$ cat config.mk
export PLATFORM = sky130hd
export DESIGN_NAME = toysram_control
export DESIGN_NICKNAME = d
export VERILOG_FILES = /design/src/logic/toysram_adr_pkg.sv /design/src/logic/toysram_data_pkg.sv /design/src/logic/cmd_decode.sv /design/src/logic/read_sequencer.sv /design/src/logic/read_return.sv /design/src/logic/toysram_control.sv
export VERILOG_INCLUDE_DIRS = /design/src /design/src/include
export SDC_FILE = /design/constraint.sdc
export NUM_CORES = 1
export LEC_CHECK = 0
export BUFFER_PORTS_ARGS = -buffer_cell sky130_fd_sc_hd__buf_2
export CAP_MARGIN = 15
export CORE_AREA = 2 2 135 137
export DETAILED_ROUTE_END_ITERATION = 8
export DIE_AREA = 0 0 137 139
export PLACE_DENSITY_LB_ADDON = 0.25
export SLEW_MARGIN = 40
export SYNTH_ARGS = -nofsm -noshare
export SYNTH_HDL_FRONTEND = slang
export SYNTH_HIERARCHICAL = 1
export SYNTH_SLANG_ARGS = --single-unit
$ cat constraint.sdc
create_clock -name clk -period 2.35 [get_ports clk]
set_input_delay 0.47 -clock clk [delete_from_list [all_inputs] [get_ports clk]]
set_output_delay 0.47 -clock clk [all_outputs]
set_load 0.01 [all_outputs]
$ cat src/include/control_settings.svh
// ======================================================================
// fixed chip addresses, widths and read-source codes of the SRAM control
// block; include wherever a width, an address or a source code is needed
// ======================================================================
`ifndef CONTROL_SETTINGS_SVH
`define CONTROL_SETTINGS_SVH

// data bus and command address width
`define CTL_DATA_W 32
// array row address width (32 rows)
`define CTL_ROW_W 5
// read wait count width of the cfg0[2:0] field
`define CTL_WAIT_W 3

// address map with the region nibble in bits 15:12
`define CTL_REGION_MASK 32'h0000_F000
`define CTL_CFG_REGION 32'h0000_E000
`define CTL_BIST_REGION 32'h0000_F000
// offset of cfg0 within the 12 bit offset field
`define CTL_CFG0_OFFSET 12'h000
// one read wait cycle so a read acks two cycles after its command
`define CTL_CFG0_INIT 32'h0000_0001

// read-source codes where anything above 6 reads as all ones
`define CTL_SRC_W 3
`define CTL_SRC_R0 3'd0
`define CTL_SRC_R1 3'd1
`define CTL_SRC_DUAL_LO 3'd2
`define CTL_SRC_DUAL_HI 3'd3
`define CTL_SRC_CFG0 3'd4
`define CTL_SRC_BIST 3'd5
`define CTL_SRC_ACFG 3'd6

`endif

$ cat src/logic/toysram_adr_pkg.sv
// ======================================================================
// command address word and its region and port decodings
// ======================================================================
`default_nettype none

`include "control_settings.svh"

package toysram_adr_pkg;

  // region view, used by both command spaces
  typedef struct packed {
    logic [15:0] upper;
    // selects bist, array config or plain
    logic [3:0]  region;
    // cfg0 lives at offset 0 of the control space
    logic [11:0] offset;
  } adr_region_s;

  // port view, only meaningful for plain array accesses
  typedef struct packed {
    logic [15:0]            upper;
    // 00 r0, 01 r1, 10 dual low, 11 dual high
    logic [1:0]             rd_type;
    logic [2:0]             spare_hi;
    // second row for dual reads
    logic [`CTL_ROW_W-1:0]  r1_row;
    logic                   spare_lo;
    // row for r0, w0 and single r1 reads
    logic [`CTL_ROW_W-1:0]  r0_row;
  } adr_port_s;

  // one address, read either way
  typedef union packed {
    logic [`CTL_DATA_W-1:0] word;
    adr_region_s            region;
    adr_port_s              port;
  } cmd_adr_u;

endpackage

`default_nettype wire

$ cat src/logic/toysram_data_pkg.sv
// ======================================================================
// array data word, seen whole or as two 16 bit halves
// ======================================================================
`default_nettype none

`include "control_settings.svh"

package toysram_data_pkg;

  // halves used by the dual-port reads
  typedef struct packed {
    logic [15:0] hi;
    logic [15:0] lo;
  } array_halves_s;

  // one array row word
  typedef union packed {
    logic [`CTL_DATA_W-1:0] word;
    array_halves_s          halves;
  } array_word_u;

endpackage

`default_nettype wire

$ cat src/logic/cmd_decode.sv
// ======================================================================
// turns each host command into array port strobes, a cfg0 write request
// and a coded read request, all in the command cycle
// ======================================================================
`timescale 1ns/1ps
`default_nettype none

`include "control_settings.svh"

module cmd_decode (
  input  wire                          ctl_cmd_val,
  input  wire                          ra0_cmd_val,
  input  wire                          cmd_we,
  input  wire toysram_adr_pkg::cmd_adr_u cmd_adr,
  input  wire  [3:0]                   cmd_sel,
  input  wire  [`CTL_DATA_W-1:0]       cmd_dat,
  output logic                         ra0_r0_enb,
  output logic                         ra0_r1_enb,
  output logic                         ra0_w0_enb,
  output logic [`CTL_ROW_W-1:0]        ra0_r0_adr,
  output logic [`CTL_ROW_W-1:0]        ra0_r1_adr,
  output logic [`CTL_ROW_W-1:0]        ra0_w0_adr,
  output logic [`CTL_DATA_W-1:0]       ra0_w0_dat,
  output logic [`CTL_DATA_W-1:0]       ra0_bist_ctl,
  output logic [`CTL_DATA_W-1:0]       ra0_cfg_wdat,
  output logic                         ra0_cfg_wr,
  output logic                         cfg0_wr,
  output logic [`CTL_DATA_W-1:0]       cfg0_wdat,
  output logic                         rd_req,
  output logic [`CTL_SRC_W-1:0]        rd_src
);

  import toysram_adr_pkg::*;

  // region nibbles of the two special regions
  localparam logic [3:0] bist_nib = 4'((`CTL_BIST_REGION & `CTL_REGION_MASK) >> 12);
  localparam logic [3:0] cfg_nib = 4'((`CTL_CFG_REGION & `CTL_REGION_MASK) >> 12);

  adr_region_s                 region_view;
  adr_port_s                   port_view;
  logic                        adr_bist;
  logic                        adr_config;
  logic                        special;
  logic                        ctl_rd;
  logic                        ctl_wr;
  logic                        ra_rd;
  logic                        ra_wr;
  logic [`CTL_SRC_W-1:0]       ctl_src;
  logic [`CTL_SRC_W-1:0]       ra_src;

  // both views decoded once
  assign region_view = cmd_adr.region;
  assign port_view   = cmd_adr.port;

  // region decode, same for both spaces
  assign adr_bist   = region_view.region == bist_nib;
  assign adr_config = region_view.region == cfg_nib;
  assign special    = adr_bist | adr_config;

  assign ctl_rd = ctl_cmd_val & ~cmd_we;
  assign ctl_wr = ctl_cmd_val & cmd_we;
  assign ra_rd  = ra0_cmd_val & ~cmd_we;
  assign ra_wr  = ra0_cmd_val & cmd_we;

  // cfg0 write ignores the region, only the offset matters
  assign cfg0_wr   = ctl_wr & (region_view.offset == `CTL_CFG0_OFFSET);
  assign cfg0_wdat = cmd_dat;

  // special array regions pass straight through
  assign ra0_bist_ctl = (ra_wr & adr_bist) ? cmd_dat : '0;
  assign ra0_cfg_wr   = ra_wr & adr_config;
  assign ra0_cfg_wdat = cmd_dat;

  // write port, byte select 0 acts as the port enable
  assign ra0_w0_enb = ra_wr & cmd_sel[0];
  assign ra0_w0_adr = port_view.r0_row;
  assign ra0_w0_dat = cmd_dat;

  // read ports, r0 unless type 01, r1 unless type 00
  assign ra0_r0_enb = ra_rd & ~special & (port_view.rd_type != 2'b01);
  assign ra0_r1_enb = ra_rd & ~special & (port_view.rd_type != 2'b00);
  assign ra0_r0_adr = port_view.r0_row;
  // single r1 read reuses the r0 row field
  assign ra0_r1_adr = (port_view.rd_type == 2'b01) ? port_view.r0_row : port_view.r1_row;

  // control space source
  always_comb begin
    if (adr_bist) begin
      ctl_src = `CTL_SRC_BIST;
    end else if (adr_config) begin
      ctl_src = `CTL_SRC_ACFG;
    end else begin
      ctl_src = `CTL_SRC_CFG0;
    end
  end

  // array source follows rd_type, even in a special region
  always_comb begin
    case (port_view.rd_type)
      2'b00:   ra_src = `CTL_SRC_R0;
      2'b01:   ra_src = `CTL_SRC_R1;
      2'b10:   ra_src = `CTL_SRC_DUAL_LO;
      default: ra_src = `CTL_SRC_DUAL_HI;
    endcase
  end

  // one read request per read command
  assign rd_req = ctl_rd | ra_rd;
  assign rd_src = ra0_cmd_val ? ra_src : ctl_src;

endmodule

`default_nettype wire

$ cat src/logic/read_sequencer.sv
// ======================================================================
// holds cfg0 and times every read, rd_ack comes cfg0[2:0]+1 cycles
// after the command and carries the latched source select
// ======================================================================
`timescale 1ns/1ps
`default_nettype none

`include "control_settings.svh"

module read_sequencer (
  input  wire                    clk,
  input  wire                    rst,
  input  wire                    cfg0_wr,
  input  wire  [`CTL_DATA_W-1:0] cfg0_wdat,
  input  wire                    rd_req,
  input  wire  [`CTL_SRC_W-1:0]  rd_src,
  output logic [`CTL_DATA_W-1:0] cfg0,
  output logic                   rd_ack,
  output logic [`CTL_SRC_W-1:0]  rdata_sel
);

  // idle when low, one read in flight when high
  logic                   busy;
  // remaining wait cycles before the ack
  logic [`CTL_WAIT_W-1:0] wait_cnt;
  logic                   rd_start;
  logic                   cnt_zero;

  // cfg0
  //   31:3 reserved, read back as written
  //   2:0  read wait cycles after the command cycle
  always_ff @(posedge clk) begin
    if (rst) begin
      cfg0 <= `CTL_CFG0_INIT;
    end else if (cfg0_wr) begin
      cfg0 <= cfg0_wdat;
    end
  end

  // requests while busy are dropped, no back-pressure
  assign rd_start = rd_req & ~busy;

  assign cnt_zero = wait_cnt == '0;

  // ack in the first busy cycle that finds the count at zero
  assign rd_ack = busy & cnt_zero;

  // state and wait counter
  //   command cycle k loads N, cycle k+1 sees N
  //   count reaches zero at k+N+1, ack there
  //   back to idle at k+N+2
  always_ff @(posedge clk) begin
    if (rst) begin
      busy     <= 1'b0;
      wait_cnt <= '0;
    end else if (rd_start) begin
      busy     <= 1'b1;
      wait_cnt <= cfg0[`CTL_WAIT_W-1:0];
    end else if (rd_ack) begin
      busy <= 1'b0;
    end else if (!cnt_zero) begin
      wait_cnt <= wait_cnt - 1'b1;
    end
  end

  // source select held for the whole read, the return mux needs it
  // only in the ack cycle
  always_ff @(posedge clk) begin
    if (rst) begin
      rdata_sel <= `CTL_SRC_CFG0;
    end else if (rd_start) begin
      rdata_sel <= rd_src;
    end
  end

endmodule

`default_nettype wire

$ cat src/logic/read_return.sv
// ======================================================================
// selects the read word for rd_dat, valid in the rd_ack cycle
// ======================================================================
`timescale 1ns/1ps
`default_nettype none

`include "control_settings.svh"

module read_return (
  input  wire  [`CTL_SRC_W-1:0]             rdata_sel,
  input  wire toysram_data_pkg::array_word_u ra0_r0_dat,
  input  wire toysram_data_pkg::array_word_u ra0_r1_dat,
  input  wire  [`CTL_DATA_W-1:0]            cfg0,
  input  wire  [`CTL_DATA_W-1:0]            ra0_bist_status,
  input  wire  [`CTL_DATA_W-1:0]            ra0_cfg_rdat,
  output logic [`CTL_DATA_W-1:0]            rd_dat
);

  import toysram_data_pkg::*;

  // dual reads, r1 half on top of the r0 half
  array_word_u dual_lo;
  array_word_u dual_hi;

  always_comb begin
    dual_lo.halves.hi = ra0_r1_dat.halves.lo;
    dual_lo.halves.lo = ra0_r0_dat.halves.lo;
    dual_hi.halves.hi = ra0_r1_dat.halves.hi;
    dual_hi.halves.lo = ra0_r0_dat.halves.hi;
  end

  always_comb begin
    case (rdata_sel)
      `CTL_SRC_R0:      rd_dat = ra0_r0_dat.word;
      `CTL_SRC_R1:      rd_dat = ra0_r1_dat.word;
      `CTL_SRC_DUAL_LO: rd_dat = dual_lo.word;
      `CTL_SRC_DUAL_HI: rd_dat = dual_hi.word;
      `CTL_SRC_CFG0:    rd_dat = cfg0;
      `CTL_SRC_BIST:    rd_dat = ra0_bist_status;
      `CTL_SRC_ACFG:    rd_dat = ra0_cfg_rdat;
      // unused code
      default:          rd_dat = '1;
    endcase
  end

endmodule

`default_nettype wire

$ cat src/logic/toysram_control.sv
// ======================================================================
// top of the SRAM test-chip command controller, host ports on one side
// and the array ports on the other
// ======================================================================
`timescale 1ns/1ps
`default_nettype none

`include "control_settings.svh"

module toysram_control (
  input  wire                               clk,
  input  wire                               rst,
  // host commands
  input  wire                               ctl_cmd_val,
  input  wire                               ra0_cmd_val,
  input  wire toysram_adr_pkg::cmd_adr_u    cmd_adr,
  input  wire                               cmd_we,
  input  wire  [3:0]                        cmd_sel,
  input  wire  [`CTL_DATA_W-1:0]            cmd_dat,
  output logic                              rd_ack,
  output logic [`CTL_DATA_W-1:0]            rd_dat,
  // array
  output logic                              ra0_clk,
  output logic                              ra0_rst,
  output logic                              ra0_cfg_wr,
  input  wire  [`CTL_DATA_W-1:0]            ra0_cfg_rdat,
  output logic [`CTL_DATA_W-1:0]            ra0_cfg_wdat,
  output logic [`CTL_DATA_W-1:0]            ra0_bist_ctl,
  input  wire  [`CTL_DATA_W-1:0]            ra0_bist_status,
  output logic                              ra0_r0_enb,
  output logic [`CTL_ROW_W-1:0]             ra0_r0_adr,
  input  wire toysram_data_pkg::array_word_u ra0_r0_dat,
  output logic                              ra0_r1_enb,
  output logic [`CTL_ROW_W-1:0]             ra0_r1_adr,
  input  wire toysram_data_pkg::array_word_u ra0_r1_dat,
  output logic                              ra0_w0_enb,
  output logic [`CTL_ROW_W-1:0]             ra0_w0_adr,
  output logic [`CTL_DATA_W-1:0]            ra0_w0_dat
);

  logic                   cfg0_wr;
  logic [`CTL_DATA_W-1:0] cfg0_wdat;
  logic                   rd_req;
  logic [`CTL_SRC_W-1:0]  rd_src;
  logic [`CTL_DATA_W-1:0] cfg0;
  logic [`CTL_SRC_W-1:0]  rdata_sel;

  // array runs on the controller clock and reset
  assign ra0_clk = clk;
  assign ra0_rst = rst;

  cmd_decode cmd_decode_i (
    .ctl_cmd_val  (ctl_cmd_val),
    .ra0_cmd_val  (ra0_cmd_val),
    .cmd_we       (cmd_we),
    .cmd_adr      (cmd_adr),
    .cmd_sel      (cmd_sel),
    .cmd_dat      (cmd_dat),
    .ra0_r0_enb   (ra0_r0_enb),
    .ra0_r1_enb   (ra0_r1_enb),
    .ra0_w0_enb   (ra0_w0_enb),
    .ra0_r0_adr   (ra0_r0_adr),
    .ra0_r1_adr   (ra0_r1_adr),
    .ra0_w0_adr   (ra0_w0_adr),
    .ra0_w0_dat   (ra0_w0_dat),
    .ra0_bist_ctl (ra0_bist_ctl),
    .ra0_cfg_wdat (ra0_cfg_wdat),
    .ra0_cfg_wr   (ra0_cfg_wr),
    .cfg0_wr      (cfg0_wr),
    .cfg0_wdat    (cfg0_wdat),
    .rd_req       (rd_req),
    .rd_src       (rd_src)
  );

  read_sequencer read_sequencer_i (
    .clk       (clk),
    .rst       (rst),
    .cfg0_wr   (cfg0_wr),
    .cfg0_wdat (cfg0_wdat),
    .rd_req    (rd_req),
    .rd_src    (rd_src),
    .cfg0      (cfg0),
    .rd_ack    (rd_ack),
    .rdata_sel (rdata_sel)
  );

  read_return read_return_i (
    .rdata_sel       (rdata_sel),
    .ra0_r0_dat      (ra0_r0_dat),
    .ra0_r1_dat      (ra0_r1_dat),
    .cfg0            (cfg0),
    .ra0_bist_status (ra0_bist_status),
    .ra0_cfg_rdat    (ra0_cfg_rdat),
    .rd_dat          (rd_dat)
  );

endmodule

`default_nettype wire

==> impl_metrics.py <==
metrics = {
    "critical_path": {
        "cpPeakStageDelay_ns": 0.46,
        "critPathArrivalTime_ns": 1.90,
        "crit_buf_inv": 2,
        "critPathLaunch": "read_sequencer_i/rdata_sel[1]",
        "start_kind": "register",
        "slowest_stage": "dfxtp_4",
        "critPathCaptureType": "primary output",
        "cp_cell_sequence": "buf_16 > mux2i_4 > nor2_1 > a2111o_1 > buf_2",
        "r2r_end": "read_sequencer_i/wait_cnt[1]",
        "reg2reg_depth": 5,
        "path_max_fanout": 7,
        "reg2reg_setup_slack_ns": 1.06,
        "required_ns": 1.88,
        "crit_type": "register to primary output",
        "worstReg2RegStart": "read_sequencer_i/wait_cnt[0]",
        "critPathTopFamily": "flip-flops",
    },
    "final_layout": {
        "ff_latch_area_um2": 792.0,
        "synthToLayoutAreaGrowth_pct": 39.15,
        "drive_above_1_share_pct": 59.61,
        "fillers": 1854,
        "antennaDiodeCount": 0,
        "stdcell_count": 1051,
        "fin_nets": 1024,
        "multiInputGateArea_mm2": 0.002950,
        "finish.utilization_pct": 37.80,
    },
    "route": {
        "via_per_inst": 4.626,
        "num_vias": 4862,
        "drtIter0Drc": 257,
        "wl_um": 18360,
        "ant_nets": 0,
        "drtPass1Iterations": 5,
        "detail_route.wl_per_cell_um": 17.47,
        "drc": 0,
    },
    "logic_synthesis": {
        "seq_area_frac_synth_pct": 16.28,
        "synth_top_family_by_area": "buffers and inverters",
        "yosys.area_share.simple_pct": 21.10,
        "synthMuxAreaShare_pct": 19.01,
        "syn-num-nets": 794,
        "syn_area_mm2": 0.004797,
        "ys_warn_count": 6,
        "synthAdderAreaFrac_pct": 0.5216,
        "syn_inst": 591,
        "avgSynthCellArea_um2": 8.117,
        "synth-compound-area-share_pct": 15.83,
        "synth-xor-area-share_pct": 0.1826,
        "synth.distinct_cells": 51,
        "ys_ff_latch": 39,
    },
    "clocking": {
        "cts_tree": "yes",
        "clock_latency_ns": 0.41,
        "clkTransAtPathRegs_ns": 0.06,
        "hold_buffers": 0,
    },
    "grt": {
        "gr-total-overflow": 0,
        "antenna_found_initial": 0,
        "groute.usage.overall_pct": 17.54,
        "grt_pass1_vias": 4475,
        "grt_max_degree": 37,
        "grt_pass1_wl_um": 25430,
    },
    "outcome": {
        "violations": "setup timing",
        "status": "finished, violations left",
    },
    "sta": {
        "worstMarginPinSlew_ns": 0.6249,
        "slew_headroom_pct": 58.24,
        "holdWs_ns": 0.3189,
        "fmax_mhz": 421.7,
        "finalClockSkew_ns": 0.007516,
        "slew_viol_final": 0,
        "fin_crit_ns": 2.372,
        "setup_violations": 4,
        "grt_setup_unrepaired": "yes",
        "layout_setup_ws_ns": -0.02163,
        "period_share_pct": 100.9,
        "hold_violations": 0,
    },
    "pwr": {
        "finalPower_mw": 2.853,
        "p_leak_nw": 3.265,
        "p_per_area_mw_per_mm2": 427.4,
        "ir_drop_uv": 251.6,
    },
    "floorplan": {
        "coreArea_mm2": 0.01766,
        "dieArea_mm2": 0.01904,
        "io_pins": 351,
        "die_h_um": 139,
        "rows": 49,
        "die_x_um": 137,
        "start_util_pct": 27.17,
    },
    "placed_design": {
        "place_inst": 1019,
        "place_congestion": 0.8169,
        "hpwl_um": 13780,
        "io_buffers": 331,
        "dp_slack_ns": 0.1174,
    },
    "job": {
        "cap_violations": 0,
    },
    "worst_hold_path": {
        "hp-class": "input pin to register",
        "hold_path_depth": 2,
        "min_from": "cmd_dat[0]",
        "min_delay_worst_endpoint": "read_sequencer_i/cfg0[0]",
    },
}
[cells in the mapped netlist, drive strengths merged]
| cell | number | share of area (%) |
|---|---|---|
| nor4b | 2 | 0.37 |
| nand3b | 13 | 2.0 |
| nand2b | 5 | 0.81 |
| or2b | 1 | 0.16 |
| or2 | 1 | 0.13 |
| a211o | 2 | 0.37 |
| or3b | 7 | 1.3 |
| nand2 | 14 | 1.2 |
| nor2b | 9 | 1.3 |
| mux2i | 63 | 13 |
| mux2 | 23 | 5.9 |
| ha | 2 | 0.52 |
| and3 | 9 | 1.2 |
| a21boi | 3 | 0.55 |
| o22ai | 1 | 0.13 |
| nor3b | 1 | 0.16 |
| nor3 | 35 | 6.8 |
| a21oi | 19 | 2.0 |
| nor2 | 59 | 4.7 |
| inv | 46 | 3.6 |
| buf | 142 | 22 |
| o32ai | 10 | 1.8 |
| a2111o | 7 | 1.6 |
| clkbuf | 13 | 1.0 |
| o21ai | 23 | 2.4 |
| and4 | 1 | 0.18 |
| nor4 | 1 | 0.13 |
| o31ai | 3 | 0.57 |
| o221ai | 8 | 1.5 |
| xnor2 | 1 | 0.18 |
| a221o | 16 | 3.3 |
| nand3 | 1 | 0.10 |
| nand4 | 1 | 0.44 |
| a32o | 2 | 0.42 |
| and2 | 1 | 0.13 |
| a211oi | 6 | 0.94 |
| dfxtp | 39 | 16 |
| a222oi | 1 | 0.21 |
[sequential cells by signal, indices dropped and copies added, names as in the netlist]
name and count:
read_sequencer_i/wait_cnt 3, read_sequencer_i/rdata_sel 3, read_sequencer_i/busy 1, read_sequencer_i/cfg0 32
[worst max path at each step]
stage,to,slack [ns],cells after the start
floorplan,rd_dat[25],0.50,6
global placement,rd_dat[18],0.12,4
detailed placement,rd_dat[18],0.12,4
CTS,rd_dat[12],-0.09,6
global route,rd_dat[28],-0.09,6
finish,rd_dat[18],-0.02,5
[worst register-to-register path, delay by kind of cell, from the launching register on]
kind                     cells  cell delay [ns]
AND/OR/NAND/NOR              1             0.18
flip-flops                   1             0.30
adder cells (fa/ha/maj)      1             0.18
multiplexers                 1             0.31
buffers and inverters        1             0.10
AO/OA/AOI/OAI                1             0.15
[what timing repair did]
action / in CTS / in global routing
resized for setup: 30 / 45
buffers inserted: 2 / 12
cloned: 1 / 6
endpoints found under the setup margin: 30 / 31
pin swaps: 5 / 11
[cell type report]
type,count,share of cell area [%]
multi-input cells,351,44.20
repair buffers,374,33.65
flip-flops and latches,39,11.87
well taps,229,4.292
clock buffers,11,3.336
inverters,46,2.587
clock inverters,1,0.07498
[cells in the final DEF, fill, tap and decap left out, drive strengths merged]
| cell type | netlist | routed |
|---|---|---|
| mux2i | 63 | 63 |
| nor2 | 59 | 59 |
| nand3b | 13 | 13 |
| inv | 46 | 46 |
| a211oi | 6 | 6 |
| and3 | 9 | 9 |
| a211o | 2 | 2 |
| o221ai | 8 | 8 |
| or2b | 1 | 1 |
| dfxtp | 39 | 39 |
| a2111o | 7 | 7 |
| and2 | 1 | 1 |
| nand4 | 1 | 1 |
| xnor2 | 1 | 1 |
| o21ai | 23 | 23 |
| o22ai | 1 | 1 |
| nand2 | 14 | 14 |
| ha | 2 | 2 |
| nor2b | 9 | 9 |
| a21oi | 19 | 19 |
| or3b | 7 | 7 |
| and4 | 1 | 1 |
| clkbuf | 13 | 16 |
| nand3 | 1 | 1 |
| a221o | 16 | 16 |
| clkinv | 0 | 1 |
| nor3b | 1 | 1 |
| mux2 | 23 | 23 |
| nor4b | 2 | 2 |
| or2 | 1 | 1 |
| buf | 142 | 369 |
| a222oi | 1 | 1 |
| a21boi | 3 | 3 |
| nor4 | 1 | 1 |
| a32o | 2 | 2 |
| nand2b | 5 | 5 |
| o32ai | 10 | 10 |
| o31ai | 3 | 3 |
| nor3 | 35 | 35 |
[where the power goes]
| group | leakage [nW] | internal (mW) | switching [mW] |
|---|---|---|---|
| sequential | 0.317 | 0.685 | 0.0228 |
| clock | 0.115 | 0.650 | 0.341 |
| combinational | 2.83 | 0.568 | 0.586 |
| total | 3.26 | 1.90 | 0.949 |
[routing by layer]
metal	part of all wire [%]	track usage, %	vias up	routed length, um
met2	49	30.77	197	9009
met3	6.2	3.289	15	1131
li1	-	-	2415	-
met4	1.3	3.635	0	238
met1	43	22.13	2235	7981
met5	0	0	-	0
[kinds of logic after synthesis]
| group | after synthesis |
|---|---|
| buffers and inverters | 201 |
| multiplexers | 86 |
| adder cells (fa/ha/maj) | 2 |
| AO/OA/AOI/OAI | 101 |
| XOR/XNOR | 1 |
| flip-flops | 39 |
| AND/OR/NAND/NOR | 161 |
[through the flow]
| step | cell area [um2] | TNS (ns) |
|---|---|---|
| global placement | 5859 | 0 |
| global route | 6675 | -1.026 |
| CTS | 6236 | -1.122 |
| floorplan | 4797 | 0 |
| detailed placement | 5864 | 0 |
| finish | 6675 | -0.05104 |
(Power assumes the default switching activity.)
